===== config.mk =====
export PLATFORM = sky130hd
export DESIGN_NAME = ahb_decoder
export DESIGN_NICKNAME = d
export VERILOG_FILES = /design/src/verilog/ahb_mem_pkg.sv /design/src/verilog/ahb_decoder.sv
export SDC_FILE = /design/constraint.sdc
export NUM_CORES = 1
export LEC_CHECK = 0
export BUFFER_PORTS_ARGS = -buffer_cell sky130_fd_sc_hd__buf_2
export CAP_MARGIN = 15
export CORE_MARGIN = 4
export CORE_UTILIZATION = 22
export DETAILED_ROUTE_END_ITERATION = 12
export GPL_TIMING_DRIVEN = 0
export PLACE_DENSITY_LB_ADDON = 0.2
export SLEW_MARGIN = 10
export SYNTH_ARGS = -nofsm -noshare
export SYNTH_HDL_FRONTEND = slang
export SYNTH_SLANG_ARGS = --single-unit
export TNS_END_PERCENT = 100

===== constraint.sdc =====
create_clock -name i_clk_ahb -period 1.3 [get_ports i_clk_ahb]
set_clock_uncertainty 0.2 [all_clocks]
set_input_delay 0.26 -clock i_clk_ahb [delete_from_list [all_inputs] [get_ports i_clk_ahb]]
set_output_delay 0.26 -clock i_clk_ahb [all_outputs]
set_load 0.01 [all_outputs]

===== src/verilog/ahb_mem_pkg.sv =====
package ahb_mem_pkg;

    // Bus widths, one word each
    localparam int AHB_ADDR_W = 32;                    // Byte address width
    localparam int AHB_DATA_W = 32;                    // Word data width

    // Address-phase group driven by the master
    typedef struct packed {
        logic                  htrans;                 // 1 = active transfer, 0 = idle
        logic                  hwrite;                 // 1 = write, 0 = read
        logic [AHB_ADDR_W-1:0] haddr;                  // Byte address
    } ahb_req_t;

    // Request from an AHB slave to its memory
    typedef struct packed {
        logic                  valid;                  // Request present this cycle
        logic                  rd0_wr1;                // 0 = read, 1 = write
        logic [AHB_ADDR_W-1:0] addr;                   // Byte address, word index in bits 2 and up
        logic [AHB_DATA_W-1:0] wr_data;                // Write word
    } mem_req_t;

    // Response from a memory back to its slave
    typedef struct packed {
        logic                  ready;                  // Memory can accept a request
        logic                  rd_valid;               // Read data returned this cycle
        logic [AHB_DATA_W-1:0] rd_data;                // Read word
    } mem_rsp_t;

endpackage


===== src/verilog/ahb_decoder.sv =====
`timescale 1ns/1ps

module ahb_decoder #(
    parameter int REGION_BIT = 12                              // Address bit selecting the region
) (
    input  logic                               i_clk_ahb,      // AHB clock
    input  logic                               i_rstn_ahb,     // Async reset, active low

    input  ahb_mem_pkg::ahb_req_t              i_ahb_req,      // Address-phase group from master

    input  logic                               i_hreadyout0,   // Slave 0 ready
    input  logic                               i_hreadyout1,   // Slave 1 ready
    input  logic [ahb_mem_pkg::AHB_DATA_W-1:0] i_hrdata0,      // Slave 0 read data
    input  logic [ahb_mem_pkg::AHB_DATA_W-1:0] i_hrdata1,      // Slave 1 read data

    output logic                               o_hsel0,        // Select for slave 0
    output logic                               o_hsel1,        // Select for slave 1
    output logic                               o_hready,       // Bus ready to master and slaves
    output logic [ahb_mem_pkg::AHB_DATA_W-1:0] o_hrdata        // Bus read data
);

    logic dp_valid_q;                                          // A transfer is in its data phase
    logic dp_sel1_q;                                           // Data phase owned by slave 1

    // Region decode straight from the address
    assign o_hsel0 = !i_ahb_req.haddr[REGION_BIT];
    assign o_hsel1 = i_ahb_req.haddr[REGION_BIT];

    // Data-phase owner, updated whenever the bus moves on
    always_ff @(posedge i_clk_ahb or negedge i_rstn_ahb) begin
        if (!i_rstn_ahb) begin
            dp_valid_q <= 1'b0;                                // Nothing in flight
            dp_sel1_q  <= 1'b0;
        end else if (o_hready) begin
            dp_valid_q <= i_ahb_req.htrans;                    // Idle transfer leaves no data phase
            dp_sel1_q  <= o_hsel1;
        end
    end

    // Response mux, no added latency
    always_comb begin
        if (!dp_valid_q) begin
            o_hready = 1'b1;                                   // Bus free when nothing in flight
        end else if (dp_sel1_q) begin
            o_hready = i_hreadyout1;
        end else begin
            o_hready = i_hreadyout0;
        end
        o_hrdata = dp_sel1_q ? i_hrdata1 : i_hrdata0;          // Owner's word
    end

endmodule


**Word-level counts from Yosys, hierarchy flattened**

Cells that the tools add are included.

- Register bits after elaboration: 2
- Latch bits: 0
- Bits in writable memories: 0
- Bits in read-only memories: 0
- Output and inout bits: 35
- Logic and storage cells: 6
- Memories kept: 0

- Add/sub/neg operators: 0
- Multiply operators: 0
- Div/mod/pow operators: 0
- Order comparisons: 0
- Equality and inequality tests: 0
- Shifts and indexed selects: 0
- Muxes and demuxes: 3
- Bitwise operators: 0
- Reduce and logical (&&, ||, !) cells: 1

Operators with widths:

| cell | count |
|---|---|
| $mux 32 | 1 |
| $mux 1 | 2 |
| $logic_not 1->1 | 1 |

**Logic depth before layout (Yosys ltp)**

- Word-level depth: 2
- Depth in mapped cells: 4
- Gate-level depth less buffers: 3

**Least setup slack after synthesis**

OpenSTA, ideal clock, no wires.

- Path type: flip-flop to output port
- From: reg dp_sel1_q
- To: out o_hrdata[10] (netlist bit)
- Arrival: 942 ps
- Required time: 840 ps
- Setup slack: -102 ps
- Cell stages (with the launch flop): 4
- Cells stage by stage: dfrtp_1 > buf_6 > buf_12 > mux2_4

- Word-level cells in the longest chain between the ends: 1

RTL lines:

| item | RTL line | text |
|---|---|---|
| from (decl) | ahb_decoder.sv:23 | `logic dp_sel1_q;` |
| from (signal assigned) | ahb_decoder.sv:36 | `dp_sel1_q <= o_hsel1;` |
| $mux 32 | ahb_decoder.sv:49 | `o_hrdata = dp_sel1_q ? i_hrdata1 : i_hrdata0;` |
| to (decl) | ahb_decoder.sv:19 | `output logic [ahb_mem_pkg::AHB_DATA_W-1:0] o_hrdata` |

Every way passes these cells.

**Worst setup path in the final report**

- From: reg dp_sel1_q
- To: out o_hrdata[14] (netlist bit)

The elaborated chain is that of the path after synthesis.

==> summary.txt <==
Main combinational cell family by area after synthesis -> multiplexers
# setup viols final -> 34
GR Overflow Total -> 0
Post-Synthesis Cells -> 47
Max transition margin -> 0.924
Die Height -> 62.1 um
ANT cells -> 0
CTS tree -> done
Max-cap violations -> 0
Slew of the pin with the lowest slew margin -> 110 ps
Final min period -> 1770 ps
Total GRT Usage -> 0.126
Peak supply drop -> 0.522 mV
First-pass GRT wire length -> 4080 um
PortBufs -> 104
Core ar. -> 2780 um^2
Die X -> 62.1 um
Synth cell types -> 11
Xor and xnor area share after synthesis -> 0
Initial antenna violation count -> 0
Vias -> 813
Avg Cell Area, Syn -> 13.7 um^2
Final Cycle Share -> 1.36
Yosys warning count -> 0
Worst path arrival time -> 1310 ps
Vias in the first global route -> 914
Failing checks -> setup timing
Wirelength per Cell -> 13.3 um
Clock tree root buffer cell -> clkbuf_4
Final net count -> 265
Pwr/cell area -> 732 nW/um^2
Clk Latency, worst-skew pair -> 230 ps
Compound-Gate Fraction of Synth Area -> 0.0155
CP Class -> flop to output port
Status -> complete, but fails checks
Maximum clock rate -> 0.566 GHz
Hold Path Class -> input port to flop
Setup crit end kind -> output port
Synth Net Count -> 149
Post-Layout Cell Count -> 192
Synthesized-area fraction occupied by and/or/nand/nor cells -> 0.0350
Final core utilization -> 0.541
H-tree levels -> 1
Drt drc -> 0
Area of the mapped netlist -> 644 um^2
Max clock buf depth -> 2
Setup_tns -> -15,370 ps
LEAKAGE -> 0.866 nW
Critical path launch point type -> flop
Fraction of layout cells with a size suffix above 1 -> 0.932
Final WL -> 2550 um
Layout area overhead -> 134%
RSZ-0062 raised after global routing -> yes
Number of detailed-route iterations in the first pass -> 2
Final Hold Fails -> 0
Io pins -> 137
Number of synthesized register bits -> 2
Mux contribution to synthesized area -> 0.744
Largest net degree at the start of global routing -> 11
Gpl congestion -> 0.711
Fin area -> 1510 um^2
Cell count after placement -> 182
CP Max Fanout -> 10
Drt first-iter violations -> 10
Worst EP required -> 840 ps
DIE AREA -> 3860 um^2
Max Slew Vio Count -> 0
Setup WS post-layout -> -467 ps
Remaining antenna violation count -> 0
Starting Density -> 0.232
CTS Buf Count -> 3
Synth Area in Adders -> 0
Vias per cell -> 4.23
Sequential fraction of the synthesis area -> 0.0777
Clock Sinks -> 2
Clk slew on worst S/H paths -> 30 ps
Area after DPL -> 1200 um^2
Num rows -> 19
## power breakdown
part	total (mW)	switching [mW]	internal [mW]
clock	0.141	0.0391	0.102
sequential	0.0740	0.00416	0.0699
combinational	0.887	0.297	0.589
## cell families (layout without fill, tap and decap cells)
family / after synthesis / after routing
buffers and inverters: 6 / 120
muxes: 33 / 33
and+or+nand+nor: 4 / 4
AOI/OAI and AO/OA: 2 / 2
DFF: 2 / 2
## critical path: stages, from the launching register on
cell,delay [ps]
dfrtp_1,360
buf_6,140
buf_12,150
mux2_4,300
buf_6,120
## layout make-up
cell class | count | area [um^2]
buffer | 5 | 78.8
fill | 265 | 1280
sequential | 2 | 50.0
timing repair buffer | 111 | 788
clock buffer | 3 | 22.5
tap | 31 | 38.8
inverter | 1 | 3.75
multi-input combinational | 39 | 523
## through the flow
step	hold slack, ps	total power, mW	setup WS [ps]
5_1_grt	43.5	1.18	-514
3_3_place_gp	-155	0.734	-247
2_1_floorplan	-236	0.501	-102
6_report	43.5	1.10	-467
3_5_place_dp	-154	0.746	-251
4_1_cts	37.9	1.11	-480
## cell usage in the layout, fill, tap and decap left out
cell type      synthesis  routed
nand2_1                1       1
buf_2                  0      72
buf_12                 3       4
mux2_4                29      32
clkbuf_4               0       3
buf_4                  1       6
dfrtp_1                2       2
a21oi_1                2       2
buf_6                  1      33
nand2b_1               3       3
mux2i_1                1       1
dlygate4sd3_1          0       1
inv_1                  1       1
## sequential cells by signal (all words and copies together) (netlist names)
| register | cells |
|---|---|
| dp_sel1_q | 1 |
| dp_valid_q | 1 |
## cell usage after synthesis
master	number	area share
inv_1	1	0.0058
buf_12	3	0.093
buf_6	1	0.017
dfrtp_1	2	0.078
nand2b_1	3	0.029
mux2i_1	1	0.016
a21oi_1	2	0.016
mux2_4	29	0.68
mux2_2	3	0.052
nand2_1	1	0.0058
buf_4	1	0.012
## layer usage
layer,GRT usage,up-vias,wire [um]
met5,0,-,0
met4,0.0407,0,15
met3,0.0378,2,231
met2,0.267,45,1570
met1,0.105,368,728
li1,-,398,-
## worst paths after layout
check	start	endpoint	slack, ps	depth (start not counted)
worst min register to register	dp_valid_q$_DFFE_PN0P_	dp_sel1_q$_DFFE_PN0P_	380	2
worst max-delay path	dp_sel1_q$_DFFE_PN0P_	o_hrdata[14]	-470	4
min in group asynchronous	i_rstn_ahb	dp_sel1_q$_DFFE_PN0P_	140	2
worst min-delay path	i_ahb_req[33]	dp_valid_q$_DFFE_PN0P_	40	2
max in group asynchronous	i_rstn_ahb	dp_valid_q$_DFFE_PN0P_	660	2
worst max register to register	dp_sel1_q$_DFFE_PN0P_	dp_valid_q$_DFFE_PN0P_	-370	9
## repair_timing
item / CTS / global route
endpoints found under the setup margin: 33 / 34
resized for setup: 32 / 3
hold buffers: 1 / 0
endpoints found under the hold margin: 2 / 0
buffers inserted: 6 / 0
pin swaps: 1 / 0
No activity file was read; power rests on OpenSTA's default activity.
