[src/verilog/ahb_mem_pkg.sv]
package ahb_mem_pkg;

    // Bus widths, one word each
    localparam int AHB_ADDR_W = 32;                    // Byte address width
    localparam int AHB_DATA_W = 32;                    // Word data width

    // Address-phase group driven by the master
    typedef struct packed {
        logic                  htrans;                 // 1 = active transfer, 0 = idle
        logic                  hwrite;                 // 1 = write, 0 = read
        logic [AHB_ADDR_W-1:0] haddr;                  // Byte address
    } ahb_req_t;

    // Request from an AHB slave to its memory
    typedef struct packed {
        logic                  valid;                  // Request present this cycle
        logic                  rd0_wr1;                // 0 = read, 1 = write
        logic [AHB_ADDR_W-1:0] addr;                   // Byte address, word index in bits 2 and up
        logic [AHB_DATA_W-1:0] wr_data;                // Write word
    } mem_req_t;

    // Response from a memory back to its slave
    typedef struct packed {
        logic                  ready;                  // Memory can accept a request
        logic                  rd_valid;               // Read data returned this cycle
        logic [AHB_DATA_W-1:0] rd_data;                // Read word
    } mem_rsp_t;

endpackage

[src/verilog/ahb_slave.sv]
`timescale 1ns/1ps

module ahb_slave #(
    parameter int MEM_AW = 6                                   // Word-address bits of the memory
) (
    input  logic                              i_clk_ahb,       // AHB clock
    input  logic                              i_rstn_ahb,      // Async reset, active low

    input  logic                              i_hselx,         // Region select from decoder
    input  logic                              i_hready,        // Bus ready, fanned back by decoder
    input  ahb_mem_pkg::ahb_req_t             i_ahb_req,       // Address-phase group
    input  logic [ahb_mem_pkg::AHB_DATA_W-1:0] i_hwdata,       // Write data, valid in data phase

    input  ahb_mem_pkg::mem_rsp_t             i_mem_rsp,       // Memory response

    output logic                              o_hreadyout,     // Slave ready toward decoder
    output logic [ahb_mem_pkg::AHB_DATA_W-1:0] o_hrdata,       // Read data toward decoder

    output ahb_mem_pkg::mem_req_t             o_mem_req        // Memory request
);

    // Two-state FSM, either idle or owning a data phase
    typedef enum logic {
        ST_IDLE = 1'b0,                                        // No data phase for this slave
        ST_DATA = 1'b1                                         // Data phase in progress
    } state_t;

    state_t                              state_q;              // Current phase
    logic                                rd_issued_q;          // Read already accepted by memory
    logic                                dp_write_q;           // Write flag of the data phase
    logic [ahb_mem_pkg::AHB_ADDR_W-1:0]  dp_addr_q;            // Address of the data phase

    logic                                addr_phase;           // Accepted address phase for us
    logic                                mem_fire;             // Request accepted by memory
    logic                                in_data;              // Shorthand for the data state

    assign addr_phase = i_hselx && i_hready && i_ahb_req.htrans;   // Selected, bus ready, active
    assign in_data    = (state_q == ST_DATA);
    assign mem_fire   = o_mem_req.valid && i_mem_rsp.ready;    // Handshake with memory

    // Phase tracking and read-issue flag
    always_ff @(posedge i_clk_ahb or negedge i_rstn_ahb) begin
        if (!i_rstn_ahb) begin
            state_q     <= ST_IDLE;                            // No data phase after reset
            rd_issued_q <= 1'b0;
        end else begin
            if (mem_fire && !dp_write_q) begin
                rd_issued_q <= 1'b1;                           // Read sent once per data phase
            end
            if (i_hready) begin                                // Phases only advance on bus ready
                if (addr_phase) begin
                    state_q     <= ST_DATA;                    // Next cycle is our data phase
                    rd_issued_q <= 1'b0;                       // New transfer, new request
                end else begin
                    state_q     <= ST_IDLE;                    // Other slave or idle transfer
                end
            end
        end
    end

    // Address and direction captured at the address phase, held through wait states
    always_ff @(posedge i_clk_ahb) begin
        if (addr_phase) begin
            dp_addr_q  <= i_ahb_req.haddr;
            dp_write_q <= i_ahb_req.hwrite;
        end
    end

    // Memory request, reads go out in the first data cycle only
    always_comb begin
        o_mem_req.valid   = in_data && (dp_write_q || !rd_issued_q);
        o_mem_req.rd0_wr1 = dp_write_q;                        // Direction from address phase
        o_mem_req.addr    = dp_addr_q;
        o_mem_req.wr_data = i_hwdata;                          // Master drives it in data phase
    end

    // Response toward the bus
    always_comb begin
        if (!in_data) begin
            o_hreadyout = 1'b1;                                // Idle slave never stalls
            o_hrdata    = '0;
        end else if (dp_write_q) begin
            o_hreadyout = i_mem_rsp.ready;                     // Write done when memory takes it
            o_hrdata    = '0;                                  // No read data on writes
        end else begin
            o_hreadyout = i_mem_rsp.rd_valid;                  // Stall until the word returns
            o_hrdata    = i_mem_rsp.rd_data;
        end
    end

endmodule

[config.mk]
export PLATFORM = sky130hd
export DESIGN_NAME = ahb_slave
export DESIGN_NICKNAME = d
export VERILOG_FILES = /design/src/verilog/ahb_mem_pkg.sv /design/src/verilog/ahb_slave.sv
export SDC_FILE = /design/constraint.sdc
export NUM_CORES = 1
export LEC_CHECK = 0
export ABC_AREA = 1
export BUFFER_PORTS_ARGS = -buffer_cell sky130_fd_sc_hd__buf_2
export CORE_ASPECT_RATIO = 0.9
export CORE_MARGIN = 4
export CORE_UTILIZATION = 33
export DETAILED_ROUTE_END_ITERATION = 10
export HOLD_SLACK_MARGIN = 0.06
export PLACE_DENSITY = 0.77
export SLEW_MARGIN = 20
export SYNTH_ARGS = -nofsm -noshare
export SYNTH_HDL_FRONTEND = slang
export SYNTH_SLANG_ARGS = --single-unit
[constraint.sdc]
create_clock -name i_clk_ahb -period 1.2 [get_ports i_clk_ahb]
set_clock_uncertainty 0.2 [all_clocks]
set_input_delay 0.12 -clock i_clk_ahb [delete_from_list [all_inputs] [get_ports i_clk_ahb]]
set_output_delay 0.12 -clock i_clk_ahb [all_outputs]
set_load 0.005 [all_outputs]
**After elaboration in Yosys (flattened, before gate mapping)**

Index checks and enable logic that the tools add are counted.

- Flip-flop bits (word level): 35
- Bits of input ports: 104
- Output and inout port bits: 99
- Logic and storage cells: 20

- Multiplexer cells: 8
- Reductions and logical operators: 8

Operators by type and width:

| cell | count |
|---|---|
| 2-to-1 mux 32 bit | 2 |
| 2-to-1 mux 1 bit | 6 |
| logical AND 1 bit | 5 |
| zero test 1 bit | 2 |
| logical OR 1 bit | 1 |

**Longest topological paths before layout**

- Word-level depth: 8
- Depth in mapped cells: 4
- Depth with buffers taken out: 3

**Least setup slack after synthesis**

No wires, ideal clock.

- Path kind: in2reg
- From: input port i_hselx
- To: register dp_addr_q[0] (netlist bit) (enable)
- Library setup time: 0.425 ns
- Data arrival time: 1.611 ns
- Data required time: 0.575 ns
- Path slack: -1.036 ns
- Stages: 2
- Buffers on the path: 0
- Cells stage by stage: nand2_1 -> nor2_1

- Cells in the longest elaborated chain, start to end: 2

Ends and longest elaborated chain:

| item | RTL line | RTL |
|---|---|---|
| start: declaration | ahb_slave.sv:9 | `input logic i_hselx,` |
| logical AND 1 bit (2 in series) | ahb_slave.sv:37 | `assign addr_phase = i_hselx && i_hready && i_ahb_req.htrans;` |
| net addr_phase | ahb_slave.sv:33 | `logic addr_phase;` |
| end signal: assignment | ahb_slave.sv:64 | `dp_addr_q <= i_ahb_req.haddr;` |
| end: declaration | ahb_slave.sv:31 | `logic [ahb_mem_pkg::AHB_ADDR_W-1:0] dp_addr_q;` |

The timed path passes the listed nets, and every way through them passes these cells.
A chain may end at the register's enable or synchronous reset.

**Worst setup path in the final report**

- From: register dp_write_q
- To: output port o_hrdata[3] (netlist bit)

- Cells in the longest elaborated chain, start to end: 2

Ends and longest elaborated chain:

| item | RTL line | RTL |
|---|---|---|
| start: declaration | ahb_slave.sv:30 | `logic dp_write_q;` |
| start signal: assignment | ahb_slave.sv:65 | `dp_write_q <= i_ahb_req.hwrite;` |
| 2-to-1 mux 32 bit | ahb_slave.sv:82 | `end else if (dp_write_q) begin` |
| 2-to-1 mux 32 bit | ahb_slave.sv:79 | `if (!in_data) begin` |
| end: declaration | ahb_slave.sv:17 | `output logic [ahb_mem_pkg::AHB_DATA_W-1:0] o_hrdata,` |

No other way between the ends.

==> impl_metrics.csv <==
group,metric,value,unit
final_layout,antenna_cells,0,
sta,fin_ws,-414,ps
grt,grt_pass1_wl,8930,um
grt,busiest_layer,"met2",
clock_network,numCtsBuffers,5,
logic_synthesis,seq_area_frac_synth,0.612,
final_layout,syn2layout_area_growth,89.4,%
final_layout,drive_above_1_share,0.574,
logic_synthesis,synth_area_leaders,"edfxtp_1 58%, buf_4 15%, nor2_2 11%, inv_1 7.7%, dfrtp_1 2.9%",
routing,drc,0,
routing,vias,1624,
routing,via_per_inst,4.05,
sta,fmax,0.619,GHz
routing,ant_nets,0,
clock_network,path_clk_slew,70,ps
grt,grt_util_met2,0.350,
sta,layout_min_cycle_time,1610,ps
sta,timing.final.crit_share,1.35,
grt,antenna_found_initial,0,
die,dieArea,0.00637,mm2
placed_design,dp_slack,-65.9,ps
power_and_ir_drop,pwr_density_cell,954,mW/mm2
sta,rsz0062_at_grt,"true",
logic_synthesis,syn-cell-area,0.00170,mm2
critical_path,crit_required,880,ps
clock_network,clock_sinks,35,
clock_network,cts_tree,"built",
die,dieHeight,76.1,um
outcome,violations,"negative hold slack, negative setup slack",
outcome,run_status,"finished with violations",
placed_design,dp.cells,320,
routing,wirelength,6060,um
grt,grt_usage,0.176,
sta,finalHoldViolations,1,
routing,dr.first_iter.drc_count,22,
logic_synthesis,syn-mean-instance-area,11.4,um2
logic_synthesis,syn-instance-count,149,
power_and_ir_drop,ir_drop,0.945,mV
die,die_w,83.7,um
die,rows,24,
sta,finalSetupTns,-22430,ps
grt,grt_pass1_vias,1793,
routing,wl_per_cell,15.1,um
logic_synthesis,synth_top_area_frac,0.583,
logic_synthesis,syn_nets,253,
sta,finalMaxSlewViolations,0,
critical_path,crit_fanout,8,
sta,setup_violations,69,
logic_synthesis,yosys_warnings,0,
sta,relSlewSlack,0.852,
die,ioPinCount,203,
logic_synthesis,synth_cell_type_count,13,
job,cap_violations,0,
logic_synthesis,ys_seq_elements,35,
clock_network,h-tree-depth,2,
sta,whs,-53.5,ps
die,initial_core_util,0.345,
grt,grt_overflow,0,
worst_hold_path,min_path_type,"in2reg",
power_and_ir_drop,leakage,1.61,nW
critical_path,crit_arrival,1290,ps
grt,use_met3,0.0789,
grt,grt_max_degree,35,
routing,dr.pass1.iters,4,
placed_design,port_buffers,138,
grt,gr-usage-met1,0.150,
critical_path,start_kind,"register",
placed_design,gp_congestion,0.718,
placed_design,dp_hpwl,3440,um
critical_path,worst-setup-path-type,"reg2out",
logic_synthesis,synth_top_cell_by_area,"edfxtp_1",
die,core_area,0.00492,mm2
final_layout,stdcell_count,401,
final_layout,num-nets-final,439,
sta,tightest_slew,222,ps
critical_path,cp-end-kind,"output port",
clock_network,cts_buffer_depth,2,
clock_network,insertion_delay,280,ps
clock_network,cts-root-buf,"clkbuf_8",
area by class of cell:
type                       count  area [um2]
multi-input combinational     42         340
sequential                    35        1040
inverter                      36         135
timing repair buffer         215        1510
clock inverter                 3        42.5
tap                           65        81.3
clock buffer                   5        68.8
fill                         371        1700
Yosys cell counts:
library cell and n:
a21oi_1 2, buf_4 33, buf_6 3, dfrtp_1 2, edfxtp_1 33, inv_1 35, inv_2 1, nand2_1 3
nand2_2 1, nand3_1 2, nor2_1 3, nor2_2 30, o22ai_1 1
where the power goes:
part | leakage (nW) | internal (mW) | total (mW) | switching, mW
sequential | 0.329 | 1.40 | 1.42 | 0.0194
clock | 0.0562 | 0.618 | 1.03 | 0.415
combinational | 1.23 | 0.362 | 0.617 | 0.255
total | 1.61 | 2.38 | 3.07 | 0.689
placed cells by master (no fill, tap or decap), drive strengths merged:
cell type	instances
dlygate4sd3	69
bufinv	1
buf	144
edfxtp	33
clkinv	1
nor2	33
nand2	4
a21oi	2
o22ai	1
clkbuf	7
nand3	2
dfrtp	2
inv	37
registers in the layout, summed over array words and instances, names as in the netlist:
register / flops
dp_addr_q: 32
dp_write_q: 1
in_data: 1
rd_issued_q: 1
metrics by stage:
stage / hold WS [ps] / instance area [um2] / util / power (mW)
finish: -53.5 / 3220 / 0.654 / 3.07
global route: -60.6 / 3220 / 0.654 / 3.23
CTS: -55.7 / 3100 / 0.630 / 3.05
detailed placement: -293 / 2270 / 0.461 / 1.81
global placement: -293 / 2270 / 0.461 / 1.80
floorplan: -376 / 1720 / - / 1.67
critical path, stage by stage (launching register included):
cell and delay (ps):
edfxtp_1 410, inv_2 100, nand2_4 90, clkbuf_16 200
nor2_4 80, buf_2 120
cells by family after synthesis:
kind of cell	after synthesis	share of synthesized area
flops	35	0.612
simple gates	39	0.133
buf+inv	72	0.245
compound gates	3	0.00957
routing by layer:
| metal | wire length [um] | up-vias |
|---|---|---|
| met5 | 0 | - |
| met4 | 115 | 0 |
| met3 | 642 | 11 |
| met2 | 3450 | 101 |
| met1 | 1850 | 725 |
| li1 | - | 787 |
final timing paths:
path                                  start          end  slack [ps]  depth (start not counted)
worst max-delay path             dp_write_q  o_hrdata[3]        -410                          5
worst min-delay path                i_hselx      in_data         -50                          3
worst max register to register   dp_write_q  rd_issued_q          80                          4
worst min register to register  rd_issued_q  rd_issued_q         350                          2
max in group asynchronous        i_rstn_ahb  rd_issued_q         190                          3
min in group asynchronous        i_rstn_ahb      in_data         500                          3
repair_timing:
action                                  in CTS  in global routing
hold buffers                                69                  1
endpoints found under the hold margin       69                  1
buffers inserted                             2                  1
pin swaps                                    0                  2
gates cloned                                 0                  3
gates resized for setup                      5                 14
endpoints found under the setup margin      34                 69
(Power assumes the default switching activity.)
